===== src/cache_mem_pkg.sv =====
// fixed geometry of 32-bit words, 16-byte lines and 16 sets; only the way count is a module parameter
package cache_mem_pkg;

  ////////////////////////////////////////
  // cache geometry
  ////////////////////////////////////////

  parameter int XLEN       = 32;                 // core word width
  parameter int LINE_WORDS = 4;                  // words per line
  parameter int LINE_BITS  = XLEN * LINE_WORDS;  // 128
  parameter int SETS       = 16;                 // sets per way
  parameter int IDX_BITS   = $clog2(SETS);       // 4
  parameter int OFFS_BITS  = $clog2(LINE_WORDS); // word offset in line

  // address less index less 16-byte line offset
  parameter int TAG_BITS   = XLEN - IDX_BITS - $clog2(LINE_BITS / 8);

  parameter int DEF_WAYS   = 2;                  // default associativity

  ////////////////////////////////////////
  // vector types
  ////////////////////////////////////////

  // core data
  typedef logic [XLEN-1:0]           word_t;
  typedef logic [XLEN/8-1:0]         word_be_t;   // one bit per byte of a word

  // whole line, as stored per way
  typedef logic [LINE_BITS-1:0]      line_t;
  typedef logic [LINE_BITS/8-1:0]    line_be_t;   // byte enables over a line

  // address fields
  typedef logic [TAG_BITS-1:0]       tag_t;
  typedef logic [IDX_BITS-1:0]       idx_t;       // set index
  typedef logic [OFFS_BITS-1:0]      offs_t;      // word within line

endpackage


===== src/cache_data_store.sv =====
// inferred sync line RAM per way, byte-enable write, old data read when index is written in same cycle
`timescale 1ns/100ps

module cache_data_store #(
  parameter int WAYS = cache_mem_pkg::DEF_WAYS
) (
  input  logic                             clk_i,
  input  cache_mem_pkg::idx_t              arr_idx_i,
  input  logic [WAYS-1:0]                  line_we_i,    // per way
  input  cache_mem_pkg::line_be_t          line_be_i,    // shared by all ways
  input  cache_mem_pkg::line_t             line_data_i,

  output cache_mem_pkg::line_t [WAYS-1:0]  way_line_o    // one cycle after index
);

  localparam int SETS       = cache_mem_pkg::SETS;
  localparam int LINE_BYTES = cache_mem_pkg::LINE_BITS / 8;

  ////////////////////////////////////////
  // line RAM per way
  ////////////////////////////////////////

  for (genvar w = 0; w < WAYS; w++)
  begin : g_way
    cache_mem_pkg::line_t line_mem [SETS];
    cache_mem_pkg::line_t line_rd_q;

    always_ff @(posedge clk_i)
    begin
      // only enabled bytes change
      for (int b = 0; b < LINE_BYTES; b++)
      begin
        if (line_we_i[w] && line_be_i[b])
          line_mem[arr_idx_i][b*8 +: 8] <= line_data_i[b*8 +: 8];
      end
      line_rd_q <= line_mem[arr_idx_i];   // registered read
    end

    assign way_line_o[w] = line_rd_q;
  end

endmodule


===== config.mk =====
export PLATFORM = sky130hd
export DESIGN_NAME = cache_data_store
export DESIGN_NICKNAME = d
export VERILOG_FILES = /design/src/cache_mem_pkg.sv /design/src/cache_data_store.sv
export SDC_FILE = /design/constraint.sdc
export NUM_CORES = 2
export LEC_CHECK = 0
export BUFFER_PORTS_ARGS = -buffer_cell sky130_fd_sc_hd__buf_2
export CORE_MARGIN = 8
export CORE_UTILIZATION = 43
export DETAILED_ROUTE_END_ITERATION = 10
export HOLD_SLACK_MARGIN = 0.02
export SYNTH_ARGS = -nofsm -noshare
export SYNTH_HDL_FRONTEND = slang
export SYNTH_SLANG_ARGS = --single-unit

===== constraint.sdc =====
create_clock -name clk_i -period 2.46 [get_ports clk_i]
set_input_delay 0.369 -clock clk_i [delete_from_list [all_inputs] [get_ports clk_i]]
set_output_delay 0.369 -clock clk_i [all_outputs]
set_load 0.02 [all_outputs]

==> impl_metrics.env <==
export IMPL_post_route_period_util_pct=86.1
export IMPL_die_area_mm2=0.392
export IMPL_synth_nets=7291
export IMPL_synth_area_leaders="edfxtp_1, mux4_2, dfxtp_1, a22oi_1, nor2_1"
export IMPL_syn_cell_area_mm2=0.160
export IMPL_fp_dieH_um=626
export IMPL_final_common_cell="edfxtp_1"
export IMPL_cp_top_family="flip-flops"
export IMPL_initial_core_util_pct=43.1
export IMPL_die_width_um=626
export IMPL_pwr_density_cell_mw_per_mm2=822
export IMPL_fillers=29166
export IMPL_clock_latency_ns=1.00
export IMPL_ctsHoldBuffers=137
export IMPL_yosysWarnings=0
export IMPL_synthCells=7140
export IMPL_required_ns=2.09
export IMPL_hp_class="input pin to flip-flop"
export IMPL_vias_per_cell=5.57
export IMPL_ys_seq_elements=4352
export IMPL_worst_pin_slew_ns=0.844
export IMPL_crit_path_top_delay_cell="dfxtp_1"
export IMPL_start_kind="flip-flop"
export IMPL_power_leakage_nw=62.8
export IMPL_rr_worst_depth=3
export IMPL_max_stage_delay_ns=0.51
export IMPL_grt_pass1_wl_um=582000
export IMPL_postRouteAntennaNets=0
export IMPL_drc=0
export IMPL_max_cap_viol_count=0
export IMPL_synth_top_cell_area_share_pct=76.8
export IMPL_finalSetupViolCount=0
export IMPL_vias=77701
export IMPL_rsz0062_at_grt="no"
export IMPL_layout_cells_most_common_list="edfxtp_1, mux4_2, buf_4, nor2_1, a22oi_1"
export IMPL_rows=224
export IMPL_min_from="arr_idx_i[1]"
export IMPL_seq_area_mm2=0.128
export IMPL_rr_startpoint="g_way[0].line_mem[3][67]"
export IMPL_placed_area_mm2=0.175
export IMPL_wl_per_cell_um=28.9
export IMPL_dp_final_hpwl_um=252000
export IMPL_synth_area_leader_cell="edfxtp_1"
export IMPL_htree_num_levels=5
export IMPL_clkSinkCount=4352
export IMPL_finalSetupTns_ns=0
export IMPL_cts_root_buf="clkbuf_16"
export IMPL_first_pass_iters=5
export IMPL_fin_nets=8732
export IMPL_cts_tree="yes"
export IMPL_layout_drive_gt1_share_pct=33.3
export IMPL_drt_iter0_markers=8225
export IMPL_cp_arrival_ns=1.75
export IMPL_ir_drop_mv=0.668
export IMPL_grt_max_degree=105
export IMPL_max_slew_margin_pct=43.5
export IMPL_cp_end_kind="output port"
export IMPL_fin_skew_ns=0.0618
export IMPL_gp_congestion=0.769
export IMPL_cp_buffers_inverters=1
export IMPL_multi_input_area_mm2=0.0302
export IMPL_crit_type="flip-flop to output port"
export IMPL_period_needed_ns=2.12
export IMPL_grt_pass1_vias=81290
export IMPL_syn_avg_cell_area_um2=22.4
export IMPL_postCtsResizedCells=0
export IMPL_finalHoldViolations=0
export IMPL_postCtsSetupRepairBufs=0
export IMPL_antenna_found_initial=36
export IMPL_path_clk_slew_ns=0.06
export IMPL_io_buffer_count=406
export IMPL_drv_slew=0
export IMPL_max_freq_mhz=472
export IMPL_path_cells="buf_2"
export IMPL_coreArea_mm2=0.372
export IMPL_area_delta_synth_final_pct=18.8
export IMPL_cts_buffers=434
export IMPL_wl_um=403000
export IMPL_r2r_slack_ns=0.91
export IMPL_status="complete, no violations"
export IMPL_synth_seq_area_share_pct=80.0
export IMPL_hold_depth=5
export IMPL_r2r_end="g_way[0].line_rd_q[67]"
export IMPL_cp_max_fo=1
export IMPL_min_to="g_way[1].line_rd_q[3]"
export IMPL_grt_overflow=0
export IMPL_design_area_mm2=0.190
export IMPL_io_pins=407
export IMPL_ys_types=15
export IMPL_cts_path_max_buffers=4
export IMPL_grt_use_total_pct=20.2
-- power by group --
| part | internal [mW] | leakage [nW] | switching [mW] | total [mW] |
|---|---|---|---|---|
| Sequential | 82.3 | 39.1 | 0.641 | 82.9 |
| Combinational | 3.22 | 16.9 | 5.38 | 8.60 |
| Clock | 36.9 | 6.88 | 28.0 | 65.0 |
| Total | 122 | 62.8 | 34.0 | 156 |
-- cell usage after synthesis --
master,n
clkbuf_1,232
nor2b_1,3
nor2_1,514
a22oi_1,512
and2_1,1
buf_2,69
dfxtp_1,256
nand3_1,4
buf_1,61
buf_6,27
nand2_1,300
buf_4,40
and2b_1,1
edfxtp_1,4096
mux4_2,1024
-- worst max-delay path by stage --
stage                                 start                        to  slack, ns  depth (start not counted)
floorplan                      arr_idx_i[0]  g_way[0].line_mem[2][16]       0.20                          8
finish              g_way[0].line_rd_q[124]           way_line_o[124]       0.34                          1
global route        g_way[1].line_rd_q[100]           way_line_o[228]       0.24                          1
detailed placement             arr_idx_i[0]  g_way[0].line_mem[9][55]      -0.14                          7
CTS                  g_way[0].line_rd_q[66]            way_line_o[66]       0.22                          1
global placement               arr_idx_i[0]  g_way[0].line_mem[9][55]      -0.15                          7
-- stage by stage --
| stage | util (%) | setup slack (ns) | instances | total power [mW] | hold WS, ns |
|---|---|---|---|---|---|
| 2_1_floorplan | - | 0.202 | 7140 | 88.4 | 0.468 |
| 5_1_grt | 51.2 | 0.244 | 13931 | 161 | 0.0904 |
| 6_report | 51.2 | 0.342 | 13940 | 156 | 0.123 |
| 4_1_cts | 51.2 | 0.216 | 13928 | 158 | 0.0255 |
| 3_5_place_dp | 47.0 | -0.141 | 12980 | 93.1 | 0.652 |
| 3_3_place_gp | 47.0 | -0.149 | 12980 | 92.9 | 0.650 |
-- flip-flops by register name, summed over array words and instances, names as in the netlist --
signal	flops
g_way.line_rd_q	256
g_way.line_mem	4096
-- cells by family (layout without fill, tap and decap cells) --
logic type / Yosys count / in the layout / share of synthesized area (%)
buffers and inverters: 429 / 2245 / 1.28
other: 0 / 12 / 0
AND/OR/NAND/NOR: 823 / 823 / 1.94
multiplexers: 1024 / 1024 / 14.4
flip-flops: 4352 / 4352 / 80.0
AO/OA/AOI/OAI: 512 / 512 / 2.40
-- layer usage --
layer / up-vias / global-route usage [%] / share of wire [%]
met2: 2710 / 33.7 / 50
met1: 41650 / 27.6 / 41
li1: 32732 / - / -
met3: 593 / 3.36 / 6.7
met4: 16 / 5.45 / 2.8
met5: - / 0 / 0.025
-- cell type report --
type | instances | area share [%]
sequential | 4352 | 67.3
antenna | 12 | 0.0158
tap | 4972 | 3.27
clock inverter | 253 | 1.27
clock buffer | 558 | 6.14
timing repair buffer | 1434 | 6.10
multi-input combinational | 2359 | 15.9
Note: power is estimated with default switching activity, not from simulation.
