`src/cache_mem_pkg.sv`:
```
// fixed geometry of 32-bit words, 16-byte lines and 16 sets; only the way count is a module parameter
package cache_mem_pkg;

  ////////////////////////////////////////
  // cache geometry
  ////////////////////////////////////////

  parameter int XLEN       = 32;                 // core word width
  parameter int LINE_WORDS = 4;                  // words per line
  parameter int LINE_BITS  = XLEN * LINE_WORDS;  // 128
  parameter int SETS       = 16;                 // sets per way
  parameter int IDX_BITS   = $clog2(SETS);       // 4
  parameter int OFFS_BITS  = $clog2(LINE_WORDS); // word offset in line

  // address less index less 16-byte line offset
  parameter int TAG_BITS   = XLEN - IDX_BITS - $clog2(LINE_BITS / 8);

  parameter int DEF_WAYS   = 2;                  // default associativity

  ////////////////////////////////////////
  // vector types
  ////////////////////////////////////////

  // core data
  typedef logic [XLEN-1:0]           word_t;
  typedef logic [XLEN/8-1:0]         word_be_t;   // one bit per byte of a word

  // whole line, as stored per way
  typedef logic [LINE_BITS-1:0]      line_t;
  typedef logic [LINE_BITS/8-1:0]    line_be_t;   // byte enables over a line

  // address fields
  typedef logic [TAG_BITS-1:0]       tag_t;
  typedef logic [IDX_BITS-1:0]       idx_t;       // set index
  typedef logic [OFFS_BITS-1:0]      offs_t;      // word within line

endpackage

```
`src/cache_tag_store.sv`:
```
// tags in inferred sync RAM, valid/dirty in flops; a fill sets valid but a flush in the same cycle wins
`timescale 1ns/100ps

module cache_tag_store #(
  parameter int WAYS = cache_mem_pkg::DEF_WAYS
) (
  input  logic                            clk_i,
  input  logic                            rst_ni,
  input  cache_mem_pkg::idx_t             arr_idx_i,
  input  cache_mem_pkg::tag_t             fill_tag_i,
  input  logic [WAYS-1:0]                 tag_we_i,
  input  logic [WAYS-1:0]                 dirty_we_i,
  input  logic                            dirty_val_i,
  input  logic                            flush_i,     // clears every valid bit
  input  cache_mem_pkg::tag_t             rd_tag_i,    // lookup tag

  output cache_mem_pkg::tag_t [WAYS-1:0]  way_tag_o,   // stored tag per way
  output logic [WAYS-1:0]                 way_hit_o,
  output logic [WAYS-1:0]                 way_dirty_o, // valid and dirty, read set
  output logic                            any_dirty_o
);

  localparam int SETS = cache_mem_pkg::SETS;

  logic [WAYS-1:0][SETS-1:0] valid_q;
  logic [WAYS-1:0][SETS-1:0] dirty_q;
  cache_mem_pkg::idx_t       idx_q;      // index aligned with RAM output
  cache_mem_pkg::tag_t       rd_tag_q;   // lookup tag aligned with RAM output

  // same delay as the RAM read
  always_ff @(posedge clk_i)
  begin
    idx_q    <= arr_idx_i;
    rd_tag_q <= rd_tag_i;
  end

  ////////////////////////////////////////
  // tag RAM per way
  ////////////////////////////////////////

  for (genvar w = 0; w < WAYS; w++)
  begin : g_way
    cache_mem_pkg::tag_t tag_mem [SETS];
    cache_mem_pkg::tag_t tag_rd_q;

    // read before write on same index
    always_ff @(posedge clk_i)
    begin
      if (tag_we_i[w])
        tag_mem[arr_idx_i] <= fill_tag_i;
      tag_rd_q <= tag_mem[arr_idx_i];
    end

    assign way_tag_o[w] = tag_rd_q;
  end

  ////////////////////////////////////////
  // valid and dirty flops
  ////////////////////////////////////////

  always_ff @(posedge clk_i or negedge rst_ni)
  begin
    if (!rst_ni)
    begin
      valid_q <= '0;
      dirty_q <= '0;
    end
    else
    begin
      for (int w = 0; w < WAYS; w++)
      begin
        if (flush_i)
          valid_q[w] <= '0;                    // dirty bits stay, masked by valid
        else if (tag_we_i[w])
          valid_q[w][arr_idx_i] <= 1'b1;

        if (dirty_we_i[w])
          dirty_q[w][arr_idx_i] <= dirty_val_i;  // fill value or store
      end
    end
  end

  // compare on the delayed set
  always_comb
  begin
    for (int w = 0; w < WAYS; w++)
    begin
      way_hit_o[w]   = valid_q[w][idx_q] && (way_tag_o[w] == rd_tag_q);
      way_dirty_o[w] = valid_q[w][idx_q] && dirty_q[w][idx_q];
    end
  end

  // any valid dirty line in the whole cache
  assign any_dirty_o = |(valid_q & dirty_q);

endmodule

```
`config.mk`:
```
export PLATFORM = sky130hd
export DESIGN_NAME = cache_tag_store
export DESIGN_NICKNAME = d
export VERILOG_FILES = /design/src/cache_mem_pkg.sv /design/src/cache_tag_store.sv
export SDC_FILE = /design/constraint.sdc
export NUM_CORES = 1
export LEC_CHECK = 0
export BUFFER_PORTS_ARGS = -buffer_cell sky130_fd_sc_hd__buf_2
export CAP_MARGIN = 20
export CORE_ASPECT_RATIO = 1.4
export CORE_UTILIZATION = 45
export CTS_CLUSTER_DIAMETER = 40
export CTS_CLUSTER_SIZE = 30
export DETAILED_ROUTE_END_ITERATION = 8
export GPL_ROUTABILITY_DRIVEN = 0
export GPL_TIMING_DRIVEN = 0
export PLACE_DENSITY_LB_ADDON = 0.25
export SYNTH_ARGS = -nofsm -noshare
export SYNTH_HDL_FRONTEND = slang
export SYNTH_SLANG_ARGS = --single-unit
```
`constraint.sdc`:
```
create_clock -name clk_i -period 2.56 [get_ports clk_i]
set_clock_uncertainty 0.2 [all_clocks]
set_input_delay 0.512 -clock clk_i [delete_from_list [all_inputs] [get_ports clk_i]]
set_output_delay 0.512 -clock clk_i [all_outputs]
set_load 0.005 [all_outputs]
```
==> results.cfg <==
[yosys]
synth_simple_gate_area_share_pct = 2.36
synth_top_area_share_pct = 67.6
postSynthAreaPerCell_um2 = 22.4
syn-cell-area_um2 = 34100
synth_xor_area_share_pct = 1.23
yosysUniqueCellTypes = 28
muxShareOfSynthArea_pct = 18.0
ys_ff_latch = 908
ys_seq_area_share_pct = 76.7
yosys_warnings = 0
synth.area.top_cells = edfxtp_1, mux4_2, dfrtp_1
synth_compound_area_share_pct = 0.476
netlist_instances = 1526
synth_top_family_by_area = multiplexers
yosys.area_share.adder_pct = 0
yosysTopAreaCell = edfxtp_1
synth_nets = 1586

[setup_path]
worstSetupStartpoint = rd_tag_q[4]
cp-start-kind = flip-flop
rr_endpoint = g_way[1].tag_rd_q[12]
worstPathMaxFanout = 2
rrSetupSlack_ns = 0.70
setup.worst_path.class = flip-flop to output port
critPathSlowestCell = nand4_1
endpoint = way_hit_o[1]
worstPathArrival_ns = 2.61
cpPeakStageDelay_ns = 0.42
r2r_start = g_way[1].tag_mem[13][12]
cp-end-kind = output port
rr_worst_depth = 2
crit_chain = xor2_4 -> nor4_4 -> nand4_1 -> nor4_2 -> buf_2
worst_ep_required_time_ns = 1.85

[cts]
cts_max_level = 3
clockRootBuffer = clkbuf_16
clk_path_buf_depth = 3
cts_buffers = 90
path_clk_slew_ns = 0.07
clock_latency_ns = 0.67
cts.sink_count = 908
cts_tree = built

[sta]
fmax_mhz = 301
setup_viol = 5
period_share_pct = 130
holdWs_ns = 0.146
report.final.slew_viol_count = 0
layout_setup_ws_ns = -0.757
relSlewSlack_pct = 31.5
tns_ns = -2.83
worst_pin_slew_ns = 1.03
min_period_ns = 3.32
rsz0062_at_grt = yes
final-hold-violation-count = 0

[worst_hold_path]
hp-class = primary input to flip-flop

[global_route]
grt_max_degree = 34
grt_pass1_vias = 18152
track_usage_pct = 24.4
grt_pass1_wl_mm = 131
grt-ovfl-total = 0
antenna_found_initial = 7

[power]
power_uw = 32800
seqPwrFrac_pct = 51.5
power.density_nw_per_um2 = 786
power.share.clock_pct = 41.7
combPwrFrac_pct = 6.9
internal-power_uw = 24900
swShare_pct = 24.0
p_leak_uw = 0.0139
vdd_drop_max_mv = 0.538
power_switching_uw = 7850

[placed_design]
post_dp_cell_area_um2 = 36700
dp_hpwl_mm = 56.6
place.port_buffers = 112

[die]
rows = 119
die_area_um2 = 77000
start_util_pct = 45.4
pin_count = 113
die_y_um = 328
dieWidth_um = 235
core_um2 = 75200

[routing]
dr_total_vias = 17311
drc = 0
viasPerCell = 5.91
final_antenna_net_count = 0
wl_per_cell_um = 31.2
drt-initial-drc-count = 1938
wirelength_mm = 91.4
dr.pass1.iters = 5

[layout]
fin_area_um2 = 41700
synthToLayoutAreaGrowth_pct = 22.1
fin_util_pct = 55.5
final_nets = 1938
seq_area_um2 = 26200
layout-drive-gt1-share_pct = 41.1
multiInputGateArea_um2 = 8110
fillCellCount = 5492

[run_status]
violations = negative setup slack
outcome = finished, violations left

[run]
cap_violations = 0
critical path: cells and delay by family, from the launching register on:
kind / cells / cell delay, ns
buffers and inverters: 1 / 0.18
xor gates and xnor gates: 1 / 0.25
and+or+nand+nor: 3 / 1.16
DFF: 1 / 0.35
per-stage QoR:
step	instances	setup slack, ns
final	2927	-0.757
after CTS	2914	-0.834
after detailed placement	2630	-1.21
after global placement	2606	-1.94
after global routing	2924	-0.752
after floorplan	1526	-0.248
worst min-delay path by stage:
stage / start / endpoint / slack (ns) / cells after the start
floorplan: rst_ni / dirty_q[0] / 0.02 / 0
global placement: valid_q[31] / valid_q[31] / 0.32 / 2
detailed placement: valid_q[31] / valid_q[31] / 0.32 / 2
CTS: fill_tag_i[3] / g_way[0].tag_mem[12][3] / 0.11 / 1
global route: fill_tag_i[3] / g_way[0].tag_mem[10][3] / 0.16 / 1
finish: fill_tag_i[3] / g_way[0].tag_mem[3][3] / 0.15 / 1
what timing repair did:
item | 4_1_cts | 5_1_grt
hold endpoints to repair | 63 | 0
cloned | 11 | 0
setup buffers | 73 | 10
resized for setup | 88 | 13
pin swaps | 50 | 16
hold buffers | 31 | 0
setup endpoints to repair | 780 | 126
metal layers:
metal / track usage [%] / up-vias / part of all wire, % / wire length, µm
met5: 0 / - / 0.057 / 52
met4: 11.3 / 8 / 4.6 / 4180
met3: 4.36 / 212 / 7.7 / 7020
met2: 42.1 / 860 / 52 / 47200
met1: 29.9 / 9186 / 36 / 33000
li1: - / 7045 / - / -
cell usage after synthesis:
master	number
a22oi_1	20
a31oi_1	2
and3_1	2
buf_1	5
buf_12	1
buf_2	12
buf_4	1
buf_6	16
clkbuf_1	40
dfrtp_1	64
dfxtp_1	76
edfxtp_1	768
mux2_2	32
mux4_1	1
mux4_2	255
nand2_1	11
nand2b_1	2
nand3_1	8
nand3b_1	4
nand4_1	10
nor2_1	130
nor2b_1	4
nor4_1	10
or2_2	1
or3b_1	2
or4_1	1
xnor2_1	16
xor2_1	32
logic make-up after synthesis:
kind of cell,after synthesis
XOR/XNOR,48
flip-flops,908
buffers and inverters,75
AND/OR/NAND/NOR,185
AO/OA/AOI/OAI,22
multiplexers,288
final cells by class:
cell class                      instances  share of cell area (%)
Sequential cell                       908                    62.8
Multi-Input combinational cell        554                    19.4
Timing Repair Buffer                  250                    6.05
Clock buffer                          101                    5.70
Tap cell                              968                    2.90
Clock inverter                         69                    1.74
Buffer                                 74                    1.32
Antenna cell                            3                  0.0180
power by group through the flow:
stage | combinational (µW) | sequential [µW] | clock (µW)
2_1_floorplan | 1130 | 17000 | 0
3_5_place_dp | 2060 | 17200 | 0
4_1_cts | 2240 | 16900 | 13800
3_3_place_gp | 1960 | 17200 | 0
6_report | 2250 | 16900 | 13700
5_1_grt | 2370 | 16900 | 14400
cell usage in the layout (no fill, tap or decap), drive strengths merged, types with 7 or more instances in the layout:
| cell type | n |
|---|---|
| clkinv | 20 |
| edfxtp | 768 |
| nand3 | 8 |
| nor2 | 141 |
| mux4 | 256 |
| nor4 | 10 |
| a22oi | 20 |
| buf | 250 |
| dfxtp | 76 |
| nand2 | 11 |
| inv | 39 |
| xor2 | 32 |
| nand4 | 10 |
| mux2 | 32 |
| xnor2 | 16 |
| clkbuf | 140 |
| dlygate4sd3 | 31 |
| clkinvlp | 7 |
| dfrtp | 64 |
sequential cells by signal (all words and copies together), names as in the netlist:
signal          cells
g_way.tag_rd_q     48
valid_q            32
rd_tag_q           24
idx_q               4
dirty_q            32
g_way.tag_mem     768
Power figures use the tool's default switching activity.
