$ cat src/cache_mem_pkg.sv
// fixed geometry of 32-bit words, 16-byte lines and 16 sets; only the way count is a module parameter
package cache_mem_pkg;

  ////////////////////////////////////////
  // cache geometry
  ////////////////////////////////////////

  parameter int XLEN       = 32;                 // core word width
  parameter int LINE_WORDS = 4;                  // words per line
  parameter int LINE_BITS  = XLEN * LINE_WORDS;  // 128
  parameter int SETS       = 16;                 // sets per way
  parameter int IDX_BITS   = $clog2(SETS);       // 4
  parameter int OFFS_BITS  = $clog2(LINE_WORDS); // word offset in line

  // address less index less 16-byte line offset
  parameter int TAG_BITS   = XLEN - IDX_BITS - $clog2(LINE_BITS / 8);

  parameter int DEF_WAYS   = 2;                  // default associativity

  ////////////////////////////////////////
  // vector types
  ////////////////////////////////////////

  // core data
  typedef logic [XLEN-1:0]           word_t;
  typedef logic [XLEN/8-1:0]         word_be_t;   // one bit per byte of a word

  // whole line, as stored per way
  typedef logic [LINE_BITS-1:0]      line_t;
  typedef logic [LINE_BITS/8-1:0]    line_be_t;   // byte enables over a line

  // address fields
  typedef logic [TAG_BITS-1:0]       tag_t;
  typedef logic [IDX_BITS-1:0]       idx_t;       // set index
  typedef logic [OFFS_BITS-1:0]      offs_t;      // word within line

endpackage

$ cat src/cache_lookup_result.sv
// victim_way_i must be one-hot, otherwise victim fields OR together; outputs hold between lookups
`timescale 1ns/100ps

module cache_lookup_result #(
  parameter int WAYS = cache_mem_pkg::DEF_WAYS
) (
  input  logic                             clk_i,
  input  logic                             rst_ni,
  input  logic                             lookup_i,      // performed lookup
  input  cache_mem_pkg::idx_t              rd_idx_i,
  input  logic [WAYS-1:0]                  victim_way_i,
  input  logic [WAYS-1:0]                  way_hit_i,
  input  logic [WAYS-1:0]                  way_dirty_i,
  input  logic                             any_dirty_i,
  input  cache_mem_pkg::tag_t [WAYS-1:0]   way_tag_i,
  input  cache_mem_pkg::line_t [WAYS-1:0]  way_line_i,

  output logic                             result_valid_o,
  output logic                             hit_o,
  output logic [WAYS-1:0]                  ways_hit_o,
  output cache_mem_pkg::line_t             cache_line_o,  // zero on miss
  output cache_mem_pkg::idx_t              evict_idx_o,
  output cache_mem_pkg::tag_t              evict_tag_o,
  output cache_mem_pkg::line_t             evict_line_o,
  output logic                             way_dirty_o,   // victim way dirty
  output logic                             cache_dirty_o
);

  localparam int LINE_BITS = cache_mem_pkg::LINE_BITS;
  localparam int TAG_BITS  = cache_mem_pkg::TAG_BITS;

  logic                 lookup_q;
  cache_mem_pkg::idx_t  idx_q;
  logic [WAYS-1:0]      victim_q;
  cache_mem_pkg::line_t hit_line;
  cache_mem_pkg::line_t victim_line;
  cache_mem_pkg::tag_t  victim_tag;
  logic                 victim_dirty;

  ////////////////////////////////////////
  // align with array read
  ////////////////////////////////////////

  always_ff @(posedge clk_i or negedge rst_ni)
  begin
    if (!rst_ni)
      lookup_q <= 1'b0;
    else
      lookup_q <= lookup_i;
  end

  always_ff @(posedge clk_i)
  begin
    idx_q    <= rd_idx_i;
    victim_q <= victim_way_i;
  end

  // AND-OR muxes over the ways
  always_comb
  begin
    hit_line    = '0;
    victim_line = '0;
    victim_tag  = '0;
    for (int w = 0; w < WAYS; w++)
    begin
      hit_line    = hit_line    | (way_line_i[w] & {LINE_BITS{way_hit_i[w]}});
      victim_line = victim_line | (way_line_i[w] & {LINE_BITS{victim_q[w]}});
      victim_tag  = victim_tag  | (way_tag_i[w]  & {TAG_BITS{victim_q[w]}});
    end
  end

  assign victim_dirty = |(way_dirty_i & victim_q);

  ////////////////////////////////////////
  // result registers
  ////////////////////////////////////////

  always_ff @(posedge clk_i or negedge rst_ni)
  begin
    if (!rst_ni)
    begin
      result_valid_o <= 1'b0;
      hit_o          <= 1'b0;
      ways_hit_o     <= '0;
      way_dirty_o    <= 1'b0;
      cache_dirty_o  <= 1'b0;
    end
    else
    begin
      result_valid_o <= lookup_q;     // one-cycle strobe
      if (lookup_q)
      begin
        hit_o         <= |way_hit_i;
        ways_hit_o    <= way_hit_i;
        way_dirty_o   <= victim_dirty;
        cache_dirty_o <= any_dirty_i;
      end
    end
  end

  // payload, loaded with the flags
  always_ff @(posedge clk_i)
  begin
    if (lookup_q)
    begin
      cache_line_o <= hit_line;
      evict_idx_o  <= idx_q;
      evict_tag_o  <= victim_tag;
      evict_line_o <= victim_line;
    end
  end

endmodule

$ cat config.mk
export PLATFORM = sky130hd
export DESIGN_NAME = cache_lookup_result
export DESIGN_NICKNAME = d
export VERILOG_FILES = /design/src/cache_mem_pkg.sv /design/src/cache_lookup_result.sv
export SDC_FILE = /design/constraint.sdc
export NUM_CORES = 1
export LEC_CHECK = 0
export BUFFER_PORTS_ARGS = -buffer_cell sky130_fd_sc_hd__buf_2
export CAP_MARGIN = 30
export CORE_AREA = 5 5 232 234
export CTS_BUF_LIST = sky130_fd_sc_hd__clkbuf_4 sky130_fd_sc_hd__clkbuf_8
export DETAILED_ROUTE_END_ITERATION = 8
export DIE_AREA = 0 0 237 239
export SLEW_MARGIN = 40
export SYNTH_ARGS = -nofsm -noshare
export SYNTH_HDL_FRONTEND = slang
export SYNTH_SLANG_ARGS = --single-unit
export TNS_END_PERCENT = 10
$ cat constraint.sdc
create_clock -name clk_i -period 9.77 [get_ports clk_i]
set_clock_uncertainty 0.05 [all_clocks]
set_input_delay 0.4885 -clock clk_i [delete_from_list [all_inputs] [get_ports clk_i]]
set_output_delay 0.4885 -clock clk_i [all_outputs]
set_load 0.05 [all_outputs]
==> impl_metrics.xml, run 1 <==
<?xml version="1.0" encoding="UTF-8"?>
<metrics>
  <group name="synth">
    <metric name="adder_cell_area_share_of_the_yosys_netlist" unit="%">0</metric>
    <metric name="synth_cells" unit="">649</metric>
    <metric name="synthTopCellsByArea" unit="">edfxtp_1, a22o_1, buf_2, buf_6, dfrtp_1</metric>
    <metric name="synth_nets" unit="">967</metric>
    <metric name="synth_xor_xnor_area_share" unit="%">0</metric>
    <metric name="synth_sequential_area_ratio" unit="%">75.1</metric>
    <metric name="synth.ff_latch_count" unit="">297</metric>
    <metric name="synth_cell_types" unit="">13</metric>
    <metric name="yosysTopAreaCell" unit="">edfxtp_1</metric>
    <metric name="combinational_family_with_the_most_area_after_synthesis" unit="">compound AO/OA/AOI/OAI gates</metric>
    <metric name="synth_compound_area_share" unit="%">21.0</metric>
    <metric name="yosys.area_share.simple" unit="%">0.0958</metric>
    <metric name="synth.mux.area_fraction" unit="%">0.287</metric>
    <metric name="ys.warnings.count" unit="">0</metric>
    <metric name="netlist_area" unit="um^2">11800</metric>
    <metric name="synth_top_area_share" unit="%">72.6</metric>
    <metric name="syn-mean-instance-area" unit="um^2">18.1</metric>
  </group>
  <group name="pwr">
    <metric name="reported_leakage_power" unit="nW">7.20</metric>
    <metric name="comb_power_share" unit="%">17.3</metric>
    <metric name="vdd_ir_drop_max" unit="uV">120</metric>
    <metric name="clockPowerShare" unit="%">34.1</metric>
    <metric name="fin_total_pwr" unit="mW">3.10</metric>
    <metric name="powerDensity" unit="nW/um^2">189</metric>
    <metric name="power_frac_seq" unit="%">48.6</metric>
    <metric name="power.switching_fraction" unit="%">28.6</metric>
    <metric name="p_int" unit="mW">2.21</metric>
    <metric name="p_switching" unit="mW">0.888</metric>
  </group>
  <group name="clock_network">
    <metric name="numCtsBuffers" unit="">50</metric>
    <metric name="numClockSinks" unit="">297</metric>
    <metric name="cts_tree" unit="">done</metric>
    <metric name="clkTransAtPathRegs" unit="ps">60</metric>
    <metric name="cts_buffer_depth" unit="">3</metric>
    <metric name="htreeDepth" unit="">2</metric>
    <metric name="clock_tree.root_cell" unit="">clkbuf_8</metric>
    <metric name="clock_latency" unit="ps">580</metric>
    <metric name="post_cts.repair.setup_buffers" unit="">0</metric>
  </group>
  <group name="sta">
    <metric name="min_period_over_period" unit="%">24.5</metric>
    <metric name="hold_viol_final" unit="">0</metric>
    <metric name="timing.slew.headroom" unit="%">43.6</metric>
    <metric name="timing.final.crit_period" unit="ps">2390</metric>
    <metric name="maximum_frequency_from_static_timing_analysis" unit="GHz">0.418</metric>
    <metric name="slew_violations" unit="">0</metric>
    <metric name="finalHoldWorstSlack" unit="ps">107</metric>
    <metric name="rsz0062_at_grt" unit="">no</metric>
    <metric name="worst-slew-pin-transition" unit="ps">846</metric>
    <metric name="setup-violations-final" unit="">0</metric>
    <metric name="finalSetupTns" unit="ps">0</metric>
  </group>
  <group name="grt">
    <metric name="gr-total-overflow" unit="">0</metric>
    <metric name="via_count_of_the_first_global_routing_pass" unit="">9307</metric>
    <metric name="grtUsageTotal" unit="%">12.7</metric>
    <metric name="grt_first_pass_wirelength" unit="um">56200</metric>
    <metric name="grt_max_degree" unit="">79</metric>
    <metric name="antenna_violations_before_repair" unit="">5</metric>
  </group>
  <group name="setup_path">
    <metric name="cp_max_fo" unit="">75</metric>
    <metric name="worstPathRequired" unit="ps">9940</metric>
    <metric name="worst_setup_path_start_kind" unit="">register</metric>
    <metric name="timing_worst_setup_path_type" unit="">register to register</metric>
    <metric name="cp_data_arrival_time" unit="ps">2560</metric>
    <metric name="critPathCaptureType" unit="">register</metric>
  </group>
  <group name="layout">
    <metric name="area_growth_syn_to_layout" unit="%">39.9</metric>
    <metric name="n_fill_cell" unit="">5187</metric>
    <metric name="nets" unit="">1583</metric>
    <metric name="layout-drive-gt1-share" unit="%">53.8</metric>
    <metric name="layoutNonFillerInstCount" unit="">1994</metric>
    <metric name="finish.instance_area" unit="um^2">16400</metric>
  </group>
  <group name="placed_design">
    <metric name="gp_routability_congestion" unit="">0.851</metric>
    <metric name="place_hpwl" unit="um">28200</metric>
    <metric name="instance_area_after_placement" unit="um^2">15400</metric>
    <metric name="dp.cells" unit="">1892</metric>
    <metric name="placement.io_buffers" unit="">607</metric>
  </group>
  <group name="outcome">
    <metric name="outcome" unit="">completed</metric>
  </group>
  <group name="die">
    <metric name="rows" unit="">84</metric>
    <metric name="die-area" unit="um^2">56600</metric>
    <metric name="fp.dieW" unit="um">237</metric>
    <metric name="floorplan.io_pins" unit="">608</metric>
    <metric name="core-area" unit="um^2">51800</metric>
    <metric name="fp.dieH" unit="um">239</metric>
    <metric name="initial_core_util" unit="%">22.7</metric>
  </group>
  <group name="route">
    <metric name="antenna_violating_nets_post_route" unit="">0</metric>
    <metric name="wl" unit="um">39300</metric>
    <metric name="drc_errors" unit="">0</metric>
    <metric name="routed_wire_length_per_instance" unit="um">19.7</metric>
    <metric name="num_vias" unit="">9044</metric>
    <metric name="drtPass1Iterations" unit="">5</metric>
    <metric name="route.detailed.vias_per_inst" unit="">4.54</metric>
    <metric name="detailedRoute.firstIterationViolations" unit="">505</metric>
  </group>
  <group name="min_path">
    <metric name="worst_hold_path_type" unit="">input pin to register</metric>
  </group>
  <group name="job">
    <metric name="cap_viol_max_count" unit="">0</metric>
  </group>
</metrics>
per-stage QoR:
| step | setup slack [ps] | utilization, % |
|---|---|---|
| finish | 7380 | 31.7 |
| CTS | 6950 | 31.7 |
| floorplan | 2290 | - |
| global placement | 6550 | 29.6 |
| detailed placement | 6950 | 29.7 |
| global route | 7270 | 31.7 |
critical path, cell delays in order (launching register included):
cell     delay (ps)
dfrtp_4         640
buf_6           570
buf_6           650
synth_stat cells:
cell	instances
nor2_1	3
dfxtp_1	6
dfrtp_1	7
buf_6	16
a21oi_1	2
buf_1	1
edfxtp_1	284
mux2_2	3
a22o_1	280
buf_2	41
clkbuf_1	3
buf_4	2
a22oi_1	1
sequential cells by signal, summed over array words and instances (netlist names), 2 cells and up:
| signal | cells |
|---|---|
| evict_tag_o | 24 |
| evict_idx_o | 4 |
| victim_q | 2 |
| evict_line_o | 128 |
| cache_line_o | 128 |
| ways_hit_o | 2 |
| idx_q | 4 |
power by group through the flow:
stage | sequential (mW) | clock [mW] | combinational (mW)
floorplan | 1.78 | 0 | 0.120
global placement | 1.54 | 0 | 0.520
finish | 1.51 | 1.06 | 0.537
global route | 1.51 | 1.16 | 0.563
detailed placement | 1.54 | 0 | 0.533
CTS | 1.51 | 1.10 | 0.537
cell families (layout without fill, tap and decap cells):
group / count (synthesis) / after routing
AO/OA/AOI/OAI: 283 / 283
buffers and inverters: 63 / 716
flip-flops: 297 / 297
multiplexers: 3 / 3
other: 0 / 4
AND/OR/NAND/NOR: 3 / 3
path summary, 6_finish.rpt:
check                                    from                         end  slack (ps)  depth (start not counted)
min in group asynchronous              rst_ni     way_dirty_o$_DFFE_PN0P_         240                          2
setup reg to reg           lookup_q$_DFF_PN0_  evict_line_o[75]$_DFFE_PP_        7380                          2
max in group asynchronous              rst_ni          lookup_q$_DFF_PN0_        9230                          2
setup / recovery           lookup_q$_DFF_PN0_  evict_line_o[75]$_DFFE_PP_        7380                          2
hold / removal                    any_dirty_i   cache_dirty_o$_DFFE_PN0P_         110                          2
hold reg to reg              idx_q[1]$_DFF_P_    evict_idx_o[1]$_DFFE_PP_         350                          0
cells in the final DEF, fill, tap and decap left out:
cell	count
buf_2	605
edfxtp_1	284
a22o_1	280
clkbuf_8	53
clkbuf_4	19
clkinv_1	13
dlygate4sd3_1	8
dfrtp_1	6
buf_6	6
diode_2	4
clkinv_2	4
dfxtp_1	4
buf_4	4
buf_12	4
mux2_2	3
nor2_1	3
a21oi_1	2
dfxtp_4	2
a22oi_1	1
dfrtp_4	1
routing by layer:
| layer | track usage, % | part of all wire (%) |
|---|---|---|
| met4 | 4.60 | 3.1 |
| met5 | 0 | 0.10 |
| met1 | 14.2 | 36 |
| met2 | 21.9 | 50 |
| met3 | 5.25 | 11 |
cell type report:
class / instances / area [um^2] / share of cell area [%]
sequential: 297 / 8830 / 53.7
timing repair buffer: 627 / 3290 / 20.0
multi-input combinational: 289 / 2510 / 15.3
clock buffer: 72 / 872 / 5.30
tap: 688 / 861 / 5.23
clock inverter: 17 / 68.8 / 0.418
antenna: 4 / 10.0 / 0.0609
what timing repair did:
action	4_1_cts	5_1_grt
hold endpoints to repair	14	0
hold buffers	8	0
gates resized for setup	0	0
No activity file was read; power rests on OpenSTA's default activity.
==> run 2, diff against run 1 <==
CORE_AREA = 5 5 231 233   (was 5 5 232 234)
DIE_AREA = 0 0 236 238   (was 0 0 237 239)
clock period = 2.1 ns   (was 9.77 ns; I/O delays follow)
==> impl_metrics.xml, run 2 <==
<?xml version="1.0" encoding="UTF-8"?>
<metrics>
  <group name="clock_network">
    <metric name="post_cts.repair.setup_buffers" unit="">0</metric>
    <metric name="hold_buffers" unit="">400</metric>
    <metric name="numCtsBuffers" unit="">50</metric>
    <metric name="clock_tree.root_cell" unit="">clkbuf_8</metric>
    <metric name="cts.repair.resized" unit="">0</metric>
    <metric name="htreeDepth" unit="">2</metric>
    <metric name="numClockSinks" unit="">297</metric>
    <metric name="cts_buffer_depth" unit="">3</metric>
  </group>
  <group name="die">
    <metric name="initial_core_util" unit="%">23.1</metric>
    <metric name="fp.dieW" unit="um">236</metric>
    <metric name="floorplan.io_pins" unit="">608</metric>
    <metric name="fp.dieH" unit="um">238</metric>
    <metric name="rows" unit="">83</metric>
  </group>
  <group name="synth">
    <metric name="yosysTopAreaCell" unit="">edfxtp_1</metric>
    <metric name="netlist_area" unit="um^2">11800</metric>
    <metric name="synth-edff-count" unit="">284</metric>
    <metric name="postSynth.asyncResetShare" unit="%">2.36</metric>
    <metric name="yosys.cell_count.top_type" unit="">edfxtp_1</metric>
    <metric name="synth_cell_types" unit="">13</metric>
    <metric name="synth_nets" unit="">967</metric>
    <metric name="ys.warnings.count" unit="">0</metric>
    <metric name="synth_sequential_area_ratio" unit="%">75.1</metric>
    <metric name="synth_top_cells_by_count" unit="">edfxtp_1, a22o_1, buf_2</metric>
    <metric name="synth.ff_latch_count" unit="">297</metric>
    <metric name="synth_top_area_share" unit="%">72.6</metric>
    <metric name="synth_cells" unit="">649</metric>
    <metric name="ys_dominant_reg_cell" unit="">edfxtp_1</metric>
    <metric name="syn-mean-instance-area" unit="um^2">18.1</metric>
    <metric name="synthTopCellsByArea" unit="">edfxtp_1, a22o_1, buf_2, buf_6, dfrtp_1</metric>
  </group>
  <group name="outcome">
    <metric name="flow.first_error" unit="">[ERROR RSZ-0060] Max buffer count reached.</metric>
    <metric name="outcome" unit="">aborted with a tool error</metric>
    <metric name="lastStage" unit="">clock tree synthesis</metric>
  </group>
  <group name="placed_design">
    <metric name="place_hpwl" unit="um">31200</metric>
    <metric name="placement.io_buffers" unit="">607</metric>
    <metric name="gp_routability_congestion" unit="">0.895</metric>
    <metric name="pre_cts_ws" unit="ps">664</metric>
    <metric name="instance_area_after_placement" unit="um^2">15700</metric>
  </group>
</metrics>
## run 2: cell counts after synthesis
Identical to the previous run, type by type.
## run 2: stage by stage
| step | std cells | util (%) | hold slack [ps] |
|---|---|---|---|
| floorplan | 649 | - | -241 |
| global placement | 1903 | 30.8 | -92.0 |
| detailed placement | 1903 | 30.8 | -92.4 |
## run 2: cells by family after synthesis
| group | count (synthesis) | synth area share (%) |
|---|---|---|
| multiplexers | 3 | 0.287 |
| buffers and inverters | 63 | 3.53 |
| AND/OR/NAND/NOR | 3 | 0.0958 |
| flip-flops | 297 | 75.1 |
| AO/OA/AOI/OAI | 283 | 21.0 |
==> run 3, diff against run 2 <==
CORE_AREA = 5 5 232 234   (was 5 5 231 233)
CTS_BUF_LIST = not set   (was sky130_fd_sc_hd__clkbuf_4 sky130_fd_sc_hd__clkbuf_8)
DIE_AREA = 0 0 237 239   (was 0 0 236 238)
PLACE_DENSITY_LB_ADDON = 0.15   (was not set)
clock period = 2.7 ns   (was 2.1 ns; I/O delays follow)
==> impl_metrics.xml, run 3 <==
<?xml version="1.0" encoding="UTF-8"?>
<metrics>
  <group name="placed_design">
    <metric name="gp_routability_congestion" unit="">0.801</metric>
    <metric name="place_hpwl" unit="um">32200</metric>
    <metric name="placement.io_buffers" unit="">607</metric>
    <metric name="dp.cells" unit="">1902</metric>
    <metric name="pre_cts_ws" unit="ps">1080</metric>
    <metric name="instance_area_after_placement" unit="um^2">15600</metric>
  </group>
  <group name="die">
    <metric name="fp.dieW" unit="um">237</metric>
    <metric name="floorplan.io_pins" unit="">608</metric>
    <metric name="rows" unit="">84</metric>
    <metric name="initial_core_util" unit="%">22.7</metric>
    <metric name="fp.dieH" unit="um">239</metric>
  </group>
  <group name="synth">
    <metric name="synth_nets" unit="">967</metric>
    <metric name="synth_sequential_area_ratio" unit="%">75.1</metric>
    <metric name="synth.ff_latch_count" unit="">297</metric>
    <metric name="ys_dominant_reg_cell" unit="">edfxtp_1</metric>
    <metric name="yosys.cell_count.top_type" unit="">edfxtp_1</metric>
    <metric name="synthTopCellsByArea" unit="">edfxtp_1, a22o_1, buf_2, buf_6, dfrtp_1</metric>
    <metric name="syn-mean-instance-area" unit="um^2">18.1</metric>
    <metric name="synth_top_area_share" unit="%">72.6</metric>
    <metric name="postSynth.asyncResetShare" unit="%">2.36</metric>
    <metric name="synth_cells" unit="">649</metric>
    <metric name="synth_cell_types" unit="">13</metric>
    <metric name="yosysTopAreaCell" unit="">edfxtp_1</metric>
    <metric name="ys.warnings.count" unit="">0</metric>
    <metric name="netlist_area" unit="um^2">11800</metric>
    <metric name="synth_top_cells_by_count" unit="">edfxtp_1, a22o_1, buf_2</metric>
    <metric name="synth-edff-count" unit="">284</metric>
  </group>
  <group name="clock_network">
    <metric name="clock_tree.root_cell" unit="">clkbuf_16</metric>
    <metric name="cts_buffer_depth" unit="">3</metric>
    <metric name="post_cts.repair.setup_buffers" unit="">0</metric>
    <metric name="numCtsBuffers" unit="">37</metric>
    <metric name="htreeDepth" unit="">2</metric>
    <metric name="numClockSinks" unit="">297</metric>
    <metric name="cts.repair.resized" unit="">0</metric>
    <metric name="hold_buffers" unit="">394</metric>
  </group>
  <group name="outcome">
    <metric name="flow.first_error" unit="">[ERROR RSZ-0060] Max buffer count reached.</metric>
    <metric name="lastStage" unit="">clock tree synthesis</metric>
    <metric name="outcome" unit="">aborted with a tool error</metric>
  </group>
</metrics>
## run 3: logic make-up after synthesis
| logic type | synth area share [%] |
|---|---|
| AND/OR/NAND/NOR | 0.0958 |
| flip-flops | 75.1 |
| multiplexers | 0.287 |
| buffers and inverters | 3.53 |
| AO/OA/AOI/OAI | 21.0 |
## run 3: per-stage QoR
| step | hold WS (ps) | setup TNS [ps] |
|---|---|---|
| global placement | -66.0 | 0 |
| detailed placement | -64.7 | 0 |
| floorplan | -211 | -7720 |
